[src/source/soc_mem_pkg.sv]
// Memory subsystem shared types
// Widths, port and decode enums, and the request/response structs

package soc_mem_pkg;

  // Bus widths
  typedef logic [31:0] addr_t;
  typedef logic [31:0] data_t;
  typedef logic [3:0]  be_t;

  // Which requester issued an access
  typedef enum logic {
    PORT_INSTR = 1'b0,
    PORT_DATA  = 1'b1
  } port_e;

  // Address decode result
  typedef enum logic [1:0] {
    TGT_RAM  = 2'd0,
    TGT_LED  = 2'd1,
    TGT_NONE = 2'd2
  } target_e;

  // Stage-1 request, 72 bits
  typedef struct packed {
    addr_t   addr;
    logic    we;
    be_t     be;
    data_t   wdata;
    port_e   port;
    target_e target;
  } mem_req_t;

  // Response towards the requesters, 35 bits
  typedef struct packed {
    logic  valid;
    port_e port;
    data_t rdata;
    logic  err;
  } mem_rsp_t;

endpackage

[src/source/mem_arbiter.sv]
// Request arbiter, first pipeline stage
// Instruction port wins, target is decoded and the pick is registered

module mem_arbiter #(
  parameter int unsigned        MemSize  = 4096,
  parameter soc_mem_pkg::addr_t MemStart = 32'h0000_0000,
  parameter soc_mem_pkg::addr_t LedAddr  = 32'h0001_0000
) (
  input  logic                  clk_sys,
  input  logic                  rst_sys_n,

  input  logic                  instr_req_i,
  input  soc_mem_pkg::addr_t    instr_addr_i,
  output logic                  instr_gnt_o,

  input  logic                  data_req_i,
  input  logic                  data_we_i,
  input  soc_mem_pkg::be_t      data_be_i,
  input  soc_mem_pkg::addr_t    data_addr_i,
  input  soc_mem_pkg::data_t    data_wdata_i,
  output logic                  data_gnt_o,

  output logic                  req_valid_o,
  output soc_mem_pkg::mem_req_t req_o
);

  import soc_mem_pkg::*;

  localparam addr_t MemMask = addr_t'(MemSize - 1);

  mem_req_t req_d;
  mem_req_t req_q;
  logic     req_valid_q;
  logic     any_req;

  function automatic target_e decode_target(input addr_t addr);
    if ((addr & ~MemMask) == MemStart) begin
      return TGT_RAM;
    end else if ({addr[31:2], 2'b00} == LedAddr) begin
      return TGT_LED;
    end
    return TGT_NONE;
  endfunction

  // Fixed priority, fetch first
  assign instr_gnt_o = instr_req_i;
  assign data_gnt_o  = data_req_i & ~instr_req_i;
  assign any_req     = instr_req_i | data_req_i;

  always_comb begin
    req_d = '0;
    if (instr_req_i) begin
      req_d.addr = instr_addr_i;
      req_d.we   = 1'b0;
      req_d.be   = '1;
      req_d.port = PORT_INSTR;
    end else begin
      req_d.addr  = data_addr_i;
      req_d.we    = data_we_i;
      req_d.be    = data_be_i;
      req_d.wdata = data_wdata_i;
      req_d.port  = PORT_DATA;
    end
    req_d.target = decode_target(req_d.addr);
  end

  always_ff @(posedge clk_sys or negedge rst_sys_n) begin
    if (!rst_sys_n) begin
      req_valid_q <= 1'b0;
    end else begin
      req_valid_q <= any_req;
    end
  end

  // Payload only, qualified by req_valid_q
  always_ff @(posedge clk_sys) begin
    if (any_req) begin
      req_q <= req_d;
    end
  end

  assign req_valid_o = req_valid_q;
  assign req_o       = req_q;

  // One grant per cycle
  a_gnt_onehot: assert property (@(posedge clk_sys) disable iff (!rst_sys_n)
    !(instr_gnt_o && data_gnt_o));

  a_gnt_needs_req: assert property (@(posedge clk_sys) disable iff (!rst_sys_n)
    (instr_gnt_o |-> instr_req_i) and (data_gnt_o |-> data_req_i));

  // A data grant shows up in stage 1 tagged as a data access
  a_data_gnt_stage1: assert property (@(posedge clk_sys) disable iff (!rst_sys_n)
    data_gnt_o |=> (req_valid_o && req_o.port == PORT_DATA));

endmodule

[config.mk]
export PLATFORM = sky130hd
export DESIGN_NAME = mem_arbiter
export DESIGN_NICKNAME = d
export VERILOG_FILES = /design/src/source/soc_mem_pkg.sv /design/src/source/mem_arbiter.sv
export SDC_FILE = /design/constraint.sdc
export NUM_CORES = 1
export LEC_CHECK = 0
export BUFFER_PORTS_ARGS = -buffer_cell sky130_fd_sc_hd__buf_2
export CAP_MARGIN = 10
export CORE_ASPECT_RATIO = 1.25
export CORE_MARGIN = 2
export CORE_UTILIZATION = 30
export CTS_CLUSTER_SIZE = 12
export DETAILED_ROUTE_END_ITERATION = 7
export PLACE_DENSITY = 0.56
export SLEW_MARGIN = 20
export SYNTH_ARGS = -nofsm -noshare
export SYNTH_HDL_FRONTEND = slang
export SYNTH_SLANG_ARGS = --single-unit
[constraint.sdc]
create_clock -name clk_sys -period 1.55 [get_ports clk_sys]
set_input_delay 0.31 -clock clk_sys [delete_from_list [all_inputs] [get_ports clk_sys]]
set_output_delay 0.31 -clock clk_sys [all_outputs]
set_load 0.05 [all_outputs]
==> impl_results.md <==
- Synth top area share: a little under three quarters
- Register area: between 0.002 and 0.0025 mm²
- Internal Power: 3.96 mW
- # IOs: 180
- Initial antenna violation count: 0
- CTS clk-pin slew, worst paths: 60 ps
- Status: finished clean
- Area leader, netlist: edfxtp_1
- Yosys cell types: 24
- Max Buffers Root-to-Sink: 2
- HP Class: in2reg
- Final setup viols: 0
- # Post-CTS Setup Buffers: 0
- Die width: ~94 µm
- Fill count: 969
- Peak supply drop: 0.000511 V
- Syn Nets: between 200 and 300
- TritonCTS Buffers: 9
- First-pass GRT wire length: about 11 mm
- Power share of the combinational group: 22.5%
- Final WS setup: around 45 ps
- Root Buffer: clkbuf_16
- NumNets Final: 480
- Cell row count: between 40 and 50
- Pre-CTS worst setup slack: -419 ps
- Yosys warnings: 0
- Sequential fraction of design power: 42.8%
- CTS H-Tree Depth: 3
- Sw power: 1.72 mW
- Yosys reg bits: 73
- Worst EP required: ~1600 ps
- Crit start category: primary input
- Critical path startpoint: instr_req_i
- CTS tree: built
- Multi-input logic area: 811 µm²
- Max-Slew Margin vs Limit: between 60% and 70%
- Slew @ Worst Pin: around 460 ps
- 1st-iter DRT viols: 64
- DRT Pass-1 Iters: 4
- Sink Count: 73
- Share of cells above drive strength 1: 65.8%
- Power per Cell Area: 1260 mW/mm²
- Ant diodes: 0
- Wirelength, routed: 7.48 mm
- Hold slack: around 250 ps
- Critical Path AT: 1570 ps
- Global-route usage over all layers: 13.3%
- Fin. Hold Viols: 0
- Cells after Synth: 181
- CP endpoint kind: flop
- I/O Buffers: 179
- Die ar.: 0.0109 mm²
- Final TNS setup: 0 ps
- Tmin final: 1510 ps
- GRT overflow: 0
- RSZ-0062 raised after global routing: no
- Top cells by area, synth: edfxtp_1 (71%), mux2_2 (12%), nor2b_1 (7.0%)
- Largest net degree at the start of global routing: 37
- Area Overhead vs Synth: 48.3%
- Clk pwr share: between 30% and 40%
- Sequential share of the synthesized area: 72.1%
- Placer Congestion: 0.807
- P_leak: 1.95 nW
- Critical path peak fanout: 11
- Sw frac: 30.3%
- Post-route DRC: 0
- Fin crit share: 97.1%
- Routed vias/inst: around 4.5
- Vias in the first global route: 2253
- CP Capture Point: req_o[1]
- Remaining antenna violation count: 0
- Synthesized area per cell: about 17 µm²
- Routed wire length per instance: 14.7 µm
- Max_cap viols: 0
- Vias: 2270
- Chip height: 116 µm
- Peak Freq: 664 MHz
- Hold Crit Depth: 2
- Initial Util: around 30%
- DPL Wire Length: 5.81 mm
- Max-slew violations: 0
- Synth Cell Area: 0.00303 mm²
- WS Path Type: in2reg
- Core Box Area: between 0.009 and 0.01 mm²
[critical path, stage by stage]
cell      delay [ps]
buf_4            160
or4_4            560
a211oi_2         200
and4bb_2         250
o21ai_1           80
[how the worst min path moves through the flow]
stage | to | startpoint
floorplan | req_valid_o | rst_sys_n
global placement | req_valid_o | rst_sys_n
detailed placement | req_valid_o | rst_sys_n
CTS | req_o[36] | data_be_i[1]
global route | req_o[36] | data_be_i[1]
finish | req_o[36] | data_be_i[1]
[Yosys cell counts (all sizes together)]
cell type	n
clkbuf	4
dfrtp	1
a211oi	1
and4bb	1
a21oi	3
or4b	2
or4	2
mux2	32
or2	5
nor2	2
a32oi	1
nor2b	34
edfxtp	72
o22a	1
inv	2
o21ai	1
nor4	6
nor4b	1
and2	1
a22oi	1
nor3	2
buf	6
[flip-flops by register name, indices dropped and copies added, names as in the netlist]
name,cells
req_valid_o,1
req_o,72
[stage by stage]
| step | utilization [%] | total power [mW] | cells | instance area [µm²] |
|---|---|---|---|---|
| 2_1_floorplan | - | 3.37 | 181 | 3060 |
| 3_3_place_gp | 41.9 | 3.74 | 492 | 4170 |
| 3_5_place_dp | 41.9 | 3.75 | 492 | 4170 |
| 4_1_cts | 45.1 | 5.76 | 509 | 4490 |
| 5_1_grt | 45.2 | 5.90 | 509 | 4500 |
| 6_report | 45.2 | 5.68 | 509 | 4500 |
[power by group through the flow]
stage	registers, mW	logic, mW	clock network, mW
after CTS	2.44	1.29	2.03
after floorplan	3.17	0.201	0
after global placement	2.47	1.27	0
final	2.43	1.28	1.97
after global routing	2.45	1.34	2.11
after detailed placement	2.48	1.28	0
[timing repair]
action | CTS | global route
resized for setup | 4 | 3
hold buffers | 1 | 0
endpoints found under the hold margin | 1 | 0
pin swaps | 0 | 3
setup endpoints to repair | 1 | 1
[logic make-up after synthesis]
kind of cell,count (synthesis),share of synthesized area [%]
AOI/OAI and AO/OA,8,1.73
buffers and inverters,12,2.10
DFF,73,72.1
muxes,32,11.9
and+or+nand+nor,56,12.1
[per-layer routing]
| metal | global-route usage, % | up-vias | part of all wire (%) |
|---|---|---|---|
| met1 | 15.1 | 1071 | 38 |
| met4 | 6.57 | 0 | 2.0 |
| met3 | 4.45 | 10 | 8.8 |
| met2 | 22.4 | 111 | 52 |
| li1 | - | 1078 | - |
| met5 | 0 | - | 0 |
[layout by cell type, fill, tap and decap left out, drive strengths merged, types with 2 or more instances in the layout]
master,n
clkinv,4
nor3,2
clkinvlp,2
buf,192
mux2,32
edfxtp,72
or4b,2
nor4,6
or4,2
nor2b,34
or2,5
a21oi,3
nor2,2
clkbuf,9
inv,2
[cell type report]
class	count	share of cell area [%]
sequential	73	48.6
timing repair buffer	193	23.2
multi-input combinational	96	18.0
clock buffer	9	5.01
tap	129	3.59
clock inverter	7	1.36
inverter	2	0.167
Note: power is estimated with default switching activity, not from simulation.
