<file path="config.mk">
export PLATFORM = sky130hd
export DESIGN_NAME = resp_router
export DESIGN_NICKNAME = d
export VERILOG_FILES = /design/src/source/soc_mem_pkg.sv /design/src/source/resp_router.sv
export SDC_FILE = /design/constraint.sdc
export NUM_CORES = 1
export LEC_CHECK = 0
export BUFFER_PORTS_ARGS = -buffer_cell sky130_fd_sc_hd__buf_2
export CORE_MARGIN = 3
export CORE_UTILIZATION = 22
export CTS_CLUSTER_DIAMETER = 200
export DETAILED_ROUTE_END_ITERATION = 8
export MAX_ROUTING_LAYER = met4
export PLACE_DENSITY_LB_ADDON = 0.3
export SLEW_MARGIN = 30
export SYNTH_ARGS = -nofsm -noshare
export SYNTH_HDL_FRONTEND = slang
export SYNTH_SLANG_ARGS = --single-unit
export TNS_END_PERCENT = 100
</file>
<file path="constraint.sdc">
create_clock -name clk_sys -period 1.3 [get_ports clk_sys]
set_input_delay 0.065 -clock clk_sys [delete_from_list [all_inputs] [get_ports clk_sys]]
set_output_delay 0.065 -clock clk_sys [all_outputs]
set_load 0.05 [all_outputs]
</file>
<file path="src/source/soc_mem_pkg.sv">
// Memory subsystem shared types
// Widths, port and decode enums, and the request/response structs

package soc_mem_pkg;

  // Bus widths
  typedef logic [31:0] addr_t;
  typedef logic [31:0] data_t;
  typedef logic [3:0]  be_t;

  // Which requester issued an access
  typedef enum logic {
    PORT_INSTR = 1'b0,
    PORT_DATA  = 1'b1
  } port_e;

  // Address decode result
  typedef enum logic [1:0] {
    TGT_RAM  = 2'd0,
    TGT_LED  = 2'd1,
    TGT_NONE = 2'd2
  } target_e;

  // Stage-1 request, 72 bits
  typedef struct packed {
    addr_t   addr;
    logic    we;
    be_t     be;
    data_t   wdata;
    port_e   port;
    target_e target;
  } mem_req_t;

  // Response towards the requesters, 35 bits
  typedef struct packed {
    logic  valid;
    port_e port;
    data_t rdata;
    logic  err;
  } mem_rsp_t;

endpackage

</file>
<file path="src/source/resp_router.sv">
// Response router, third pipeline stage
// Tags ride beside the SRAM, then read data or error returns per port

module resp_router (
  input  logic                  clk_sys,
  input  logic                  rst_sys_n,
  input  logic                  req_valid_i,
  input  soc_mem_pkg::mem_req_t req_i,
  input  soc_mem_pkg::data_t    ram_rdata_i,
  input  logic [3:0]            led_i,
  output logic                  led_we_o,
  output soc_mem_pkg::mem_rsp_t rsp_o
);

  import soc_mem_pkg::*;

  logic       rsp_valid_q;
  port_e      port_q;
  target_e    tgt_q;
  logic       we_q;
  logic [3:0] led_q;

  // Only the data port can write
  assign led_we_o = req_valid_i && req_i.we && (req_i.port == PORT_DATA) &&
                    (req_i.target == TGT_LED);

  always_ff @(posedge clk_sys or negedge rst_sys_n) begin
    if (!rst_sys_n) begin
      rsp_valid_q <= 1'b0;
    end else begin
      rsp_valid_q <= req_valid_i;
    end
  end

  // Tag travels alongside the SRAM read
  always_ff @(posedge clk_sys) begin
    if (req_valid_i) begin
      port_q <= req_i.port;
      tgt_q  <= req_i.target;
      we_q   <= req_i.we;
      led_q  <= led_i;
    end
  end

  always_comb begin
    rsp_o.valid = rsp_valid_q;
    rsp_o.port  = port_q;
    rsp_o.err   = rsp_valid_q && (tgt_q == TGT_NONE);
    rsp_o.rdata = '0;
    if (!we_q) begin
      case (tgt_q)
        TGT_RAM: rsp_o.rdata = ram_rdata_i;
        TGT_LED: rsp_o.rdata = {28'h0, led_q};
        default: rsp_o.rdata = '0;
      endcase
    end
  end

endmodule

</file>
==> impl_metrics.ini, run 1 <==
[die]
ios = 147
dieArea_mm2 = 0.00340
coreArea_mm2 = 0.00254
fp.dieW_um = 58.3
initial_core_util = 0.236
fp.dieH_um = 58.3
rows = 18

[global_routing]
grt_max_degree = 29
antenna_found_initial = 0
grt.overflow.total = 0
grt_pass1_wl_um = 3450
grt_pass1_vias = 791
grt_use_total = 0.139

[setup_path]
crit_required_ns = 1.24
critPathCaptureType = output port
critPathBufInv = 2
critical_path.startpoint = we_q
max_stage_delay_ns = 0.42
critPathTopFamily = flip-flops
crit_arrival_ns = 1.39
endpoint = rsp_o[25]
critPathLaunchType = register
slowest_stage = edfxtp_1
cp_cell_sequence = nor3_4, buf_12, and2_2, buf_6
path_class = reg2out
path_max_fanout = 28
crit_cells = 4

[place]
dp_hpwl_um = 1810
gp_congestion = 0.836
io_buffers = 78
post-place-cells = 162

[clock_tree]
numClockSinks = 9
cts_buffers = 3
htree_levels = 1
cts_tree = built
cts-root-buf = clkbuf_4
path_clk_slew_ns = 0.05
clock_path_buffers = 2

[logic_synthesis]
synthCells = 55
synth_area_leaders = edfxtp_1, and2_2, and2_1
synth-main-ff-cell = edfxtp_1
synth-seq-area-share = 0.441
ys_top_cells_by_count = and2_1, and2_2, edfxtp_1
synth-seq-cells = 9
netlist_area_um2 = 602
synth.distinct_cells = 13
yosysWarningCount = 0
synth-edff-count = 8
synth_area_leader_cell = edfxtp_1
synthArstFlopShare = 0.111
synth.most_common_cell = and2_1
syn_nets = 166
synth_top_area_frac = 0.399
synth.avg_cell_area_um2 = 10.9

[pwr]
p_per_area_mw_per_mm2 = 713
vdd_ir_drop_max_v = 0.000607
p_leak_nw = 0.711

[detailed_routing]
drtAntennaViolNets = 0
post-route-drc-count = 0
routed_wl_um = 2470
vias = 758
firstDrtPassIters = 4
wl_per_cell_um = 14.3
drt-initial-drc-count = 36
vias_per_cell = 4.38

[timing]
timing.hold.ws_ns = 0.0116
slew_violations = 0
setup_tns_ns = -4.40
slew_headroom = 0.815
min_period_over_period = 1.12
rsz0062_at_grt = true
max_freq_mhz = 686
finalHoldViolCount = 0
setup_violations = 33
finalCriticalPeriod_ns = 1.46
worstMarginPinSlew_ns = 0.270
setup_slack_ns = -0.157

[cells_and_area]
area_growth_pct = 142
drive_gt1_frac = 0.853
finish.utilization = 0.573
stdcell_count = 173
antenna_cells = 0
fillers = 209
nNetsFinal = 255

[run_status]
violations = setup timing
status = complete, but fails checks

[min_path]
min_path_type = in2reg

[job]
max_cap_viol_count = 0
## per-stage QoR
stage	instance area [um2]	power [mW]	setup slack [ns]
finish	1460	1.04	-0.157
global route	1460	1.09	-0.236
CTS	1390	1.02	-0.173
detailed placement	1070	0.731	-0.00479
global placement	1070	0.728	0.0229
floorplan	646	0.611	-0.0294
## worst min-delay path by stage
stage                         start  cells after the start           to
final                      req_i[2]                      1       port_q
after global routing       req_i[2]                      1       port_q
after CTS                  req_i[2]                      1       port_q
after detailed placement  rst_sys_n                      1  rsp_valid_q
after global placement    rst_sys_n                      1  rsp_valid_q
after floorplan           rst_sys_n                      0  rsp_valid_q
## where the power goes
part	switching [mW]	leakage [nW]	internal, mW
Clock	0.0774	0.0150	0.117
Sequential	0.0123	0.0899	0.340
Combinational	0.278	0.606	0.215
## flip-flops by register name (all words and copies together) (netlist names)
name / flops
rsp_valid_q: 1
led_q: 4
we_q: 1
tgt_q: 2
port_q: 1
## routing by layer
layer	up-vias	share of wire	track usage
li1	356	-	-
met5	-	0	-
met1	346	0.30	0.122
met3	4	0.076	0.0197
met2	52	0.59	0.281
met4	0	0.032	0.0662
## layout by cell type (no fill, tap or decap), drive strengths merged
cell         count
nand2            1
nor3             5
edfxtp           8
dfrtp            1
nor2             1
buf             83
dlygate4sd3      6
and2            28
mux2i            4
nor3b            1
nand3            1
clkbuf           4
## cell type report
type / count / area (um2) / share of cell area
sequential: 9 / 265 / 0.182
clock buffer: 4 / 26.3 / 0.0180
tap: 30 / 37.5 / 0.0257
timing repair buffer: 89 / 767 / 0.526
multi-input combinational: 41 / 363 / 0.249
## repair_timing
action	in CTS	in global routing
endpoints found under the setup margin	33	33
endpoints found under the hold margin	6	0
hold buffers	6	0
gates resized for setup	75	13
setup buffers	0	2
pin swaps	1	0
## cell families (layout without fill, tap and decap cells)
| group | count (synthesis) | in the layout | share of synthesized area |
|---|---|---|---|
| DFF | 9 | 9 | 0.441 |
| muxes | 4 | 4 | 0.0665 |
| buffers and inverters | 5 | 93 | 0.0811 |
| and+or+nand+nor | 37 | 37 | 0.412 |
(Power assumes the default switching activity.)
==> inputs of run 2 (changes only) <==
==> constraint.sdc (replaced) <==
create_clock -name clk_sys -period 1.3 [get_ports clk_sys]
set_input_delay 0.39 -clock clk_sys [delete_from_list [all_inputs] [get_ports clk_sys]]
set_output_delay 0.39 -clock clk_sys [all_outputs]
set_load 0.05 [all_outputs]
==> run 2 against run 1 <==
Net effect:
- the flow still finishes with violations (setup timing)
- global-route usage rose by 0.83 points
- critical path depth did not move
- total power up 2.7%
- critical path type unchanged
- largest cell class unchanged
==> impl_metrics.ini, run 2 (synthesis gave the netlist of run 1 again) <==
[clock_tree]
cts_tree = built
cts_buffers = 3
clock_path_buffers = 2
htree_levels = 1
cts-root-buf = clkbuf_4
numClockSinks = 9
path_clk_slew_ns = 0.05

[cells_and_area]
final_cell_mix = buf_2, buf_8, and2_4, buf_6, edfxtp_1
reg_top3 = led_q x4, tgt_q x2
regMostFlops = led_q
drive_gt1_frac = 0.892
final_common_cell = buf_2
ff_latch_area_um2 = 265
antenna_cells = 0
multi_input_area_um2 = 388
fillers = 217
area_growth_pct = 152
largest_reg_flops = 4
nNetsFinal = 251

[global_routing]
grt_use_total = 0.147
grt_max_degree = 29
grt_pass1_vias = 828
antenna_found_initial = 0
grt_pass1_wl_um = 3700
grt.overflow.total = 0

[pwr]
p_per_area_mw_per_mm2 = 705
p_total_mw = 1.07
p_leak_nw = 0.728
vdd_ir_drop_max_v = 0.000591

[setup_path]
slowest_stage = edfxtp_1
path_class = reg2out
max_stage_delay_ns = 0.42
critPathBufInv = 2
crit_arrival_ns = 1.43
critPathTopFamily = flip-flops
cp_cell_sequence = nor3_4, buf_12, and2_2, buf_8
critPathLaunchType = register
critPathCaptureType = output port
path_max_fanout = 28
crit_required_ns = 0.91

[detailed_routing]
vias = 723
wl_per_cell_um = 14.2
firstDrtPassIters = 3
drtAntennaViolNets = 0
routed_wl_um = 2400
vias_per_cell = 4.28
post-route-drc-count = 0
drt-initial-drc-count = 16

[timing]
finalHoldViolCount = 0
finalCriticalPeriod_ns = 1.82
rsz0062_at_grt = true
max_freq_mhz = 550
setup_tns_ns = -15.91
setup_violations = 33
worstMarginPinSlew_ns = 0.256
setup_slack_ns = -0.518
slew_headroom = 0.830
slew_violations = 0
min_period_over_period = 1.40

[die]
initial_core_util = 0.236
dieArea_mm2 = 0.00340
fp.dieH_um = 58.3
ios = 147
coreArea_mm2 = 0.00254
fp.dieW_um = 58.3
rows = 18

[job]
max_cap_viol_count = 0

[place]
dp_hpwl_um = 1760
io_buffers = 78
gp_congestion = 0.681
place_ws_ns = -0.348

[run_status]
status = complete, but fails checks
violations = setup timing

[min_path]
min_path_type = in2reg
## run 2: final timing paths
check                           from  slack [ns]  cells past startpoint           to
min in group asynchronous  rst_sys_n        0.43                      2  rsp_valid_q
max in group asynchronous  rst_sys_n        0.79                      2  rsp_valid_q
max                         tgt_q[1]       -0.52                      4     rsp_o[5]
min                         led_i[3]        0.31                      1     led_q[3]
## run 2: through the flow
step	cell area (um2)	hold WS (ns)	instances	utilization
2_1_floorplan	689	0.0944	55	-
3_3_place_gp	1120	0.166	163	0.440
3_5_place_dp	1120	0.168	163	0.440
4_1_cts	1500	0.302	170	0.590
5_1_grt	1510	0.302	169	0.595
6_report	1510	0.311	169	0.595
## run 2: final cells by class
class,count,area share
clock buffers,4,0.0174
multi-input cells,41,0.256
flip-flops and latches,9,0.175
well taps,30,0.0248
repair buffers,85,0.526
## run 2: what timing repair did
item / 4_1_cts / 5_1_grt
gates cloned: 0 / 0
hold buffers: 1 / 0
hold endpoints to repair: 1 / 0
buffers inserted: 2 / 0
gates resized for setup: 100 / 7
setup endpoints to repair: 34 / 35
pin swaps: 3 / 3
## run 2: routing by layer
metal	up-vias	global-route usage	part of all wire
li1	347	-	-
met1	314	0.121	0.27
met2	54	0.295	0.57
met3	8	0.0307	0.11
met4	0	0.0795	0.047
met5	-	-	0
## run 2: report_power, final
group	switching (mW)	internal (mW)
combinational	0.275	0.235
clock	0.0882	0.118
sequential	0.0118	0.340
total	0.375	0.693
==> inputs of run 3 (changes only) <==
==> constraint.sdc (replaced) <==
create_clock -name clk_sys -period 1.7 [get_ports clk_sys]
set_input_delay 0.51 -clock clk_sys [delete_from_list [all_inputs] [get_ports clk_sys]]
set_output_delay 0.51 -clock clk_sys [all_outputs]
set_load 0.05 [all_outputs]
==> run 3 against run 2 <==
Net effect:
- the run still ends with setup timing left
- via count is 0.41% higher
- cell count is 1.2% lower
- sequential power is 24% lower
- largest power group unchanged
==> impl_metrics.ini, run 3 (synthesis gave the netlist of run 1 again) <==
[pwr]
seq_power_share = 0.349
internal-power_mw = 0.496
comb_power_share = 0.449
p_leak_nw = 0.678
power.share.clock = 0.202
swShare = 0.355
vdd_ir_drop_max_v = 0.000492
p_total_mw = 0.769
switchingPower_mw = 0.273
p_per_area_mw_per_mm2 = 566

[global_routing]
grt_pass1_vias = 761
grt_max_degree = 29
grt_use_total = 0.138
grt_pass1_wl_um = 3480
antenna_found_initial = 0
grt.overflow.total = 0

[cells_and_area]
area_growth_pct = 126
stdcell_count = 167
final_cell_mix = buf_2, and2_2, buf_6, buf_8, edfxtp_1
final_common_cell = buf_2
finish.utilization = 0.534
nNetsFinal = 249
ff_latch_area_um2 = 265
reg_top3 = led_q x4, tgt_q x2
multi_input_area_um2 = 339
drive_gt1_frac = 0.876
regMostFlops = led_q
fillers = 232
antenna_cells = 0
largest_reg_flops = 4

[die]
coreArea_mm2 = 0.00254
fp.dieW_um = 58.3
fp.dieH_um = 58.3
ios = 147
dieArea_mm2 = 0.00340
rows = 18
initial_core_util = 0.236

[timing]
timing.hold.ws_ns = 0.0210
setup_violations = 32
worstMarginPinSlew_ns = 0.255
min_period_over_period = 1.12
rsz0062_at_grt = true
slew_headroom = 0.831
finalHoldViolCount = 0
finalCriticalPeriod_ns = 1.91
slew_violations = 0
setup_slack_ns = -0.212
max_freq_mhz = 523

[detailed_routing]
vias = 726
drt-initial-drc-count = 32
routed_wl_um = 2360
vias_per_cell = 4.35
drtAntennaViolNets = 0
post-route-drc-count = 0
wl_per_cell_um = 14.1
firstDrtPassIters = 3

[setup_path]
crit_required_ns = 1.19
slowest_stage = edfxtp_1
path_class = reg2out
critPathBufInv = 2
path_max_fanout = 28
cp_cell_sequence = nor3_4, buf_12, and2_2, buf_8
crit_cells = 4
max_stage_delay_ns = 0.42
critPathTopFamily = flip-flops
critPathLaunchType = register
crit_arrival_ns = 1.40
critPathCaptureType = output port

[clock_tree]
htree_levels = 1
clock_path_buffers = 2
cts_buffers = 3
numClockSinks = 9
cts_tree = built
cts-root-buf = clkbuf_4
path_clk_slew_ns = 0.06

[place]
place_ws_ns = -0.0355
gp_congestion = 0.811
post-place-cells = 163
io_buffers = 78

[job]
max_cap_viol_count = 0

[run_status]
violations = setup timing
status = complete, but fails checks

[min_path]
min_path_type = in2async
-- run 3: cell types whose count changed in the layout (fill, tap and decap cells not counted), moves of 4 or more --
cell	delta
and2_2	+20
and2_4	-20
buf_2	+4
buf_6	+11
buf_8	-16
-- run 3: per-stage QoR --
stage / cell area, um2 / setup TNS, ns
2_1_floorplan: 652 / -1.71
3_3_place_gp: 1080 / -0.328
3_5_place_dp: 1080 / -0.573
4_1_cts: 1340 / -6.44
5_1_grt: 1360 / -8.36
6_report: 1360 / -5.95
-- run 3: layout make-up --
cell class                 count  area share
multi-input combinational     41       0.250
clock buffer                   4      0.0193
sequential                     9       0.195
tap                           30      0.0276
timing repair buffer          83       0.508
-- run 3: routing by layer --
layer,GRT usage,vias up,part of all wire
met5,-,-,0
met4,0.0298,0,0
met3,0.0307,0,0.13
met2,0.273,49,0.58
met1,0.133,335,0.29
li1,-,342,-
-- run 3: worst max-delay path by stage --
stage	from	to	slack (ns)
3_3_place_gp	tgt_q[0]	rsp_o[20]	-0.02
5_1_grt	tgt_q[0]	rsp_o[29]	-0.28
3_5_place_dp	tgt_q[0]	rsp_o[9]	-0.04
6_report	tgt_q[0]	rsp_o[29]	-0.21
2_1_floorplan	tgt_q[1]	rsp_o[12]	-0.07
4_1_cts	tgt_q[0]	rsp_o[7]	-0.22
-- run 3: what timing repair did --
item                       in CTS  in global routing
hold buffers                    0                  0
gates resized for setup        74                  5
hold endpoints to repair        0                  0
setup buffers                   0                  0
setup endpoints to repair      34                 33
-- run 3: power groups by stage --
stage	Sequential (mW)	Combinational, mW	Clock (mW)
after detailed placement	0.273	0.290	0
after global routing	0.271	0.362	0.178
after CTS	0.269	0.343	0.161
after floorplan	0.276	0.193	0
after global placement	0.273	0.288	0
final	0.268	0.345	0.155
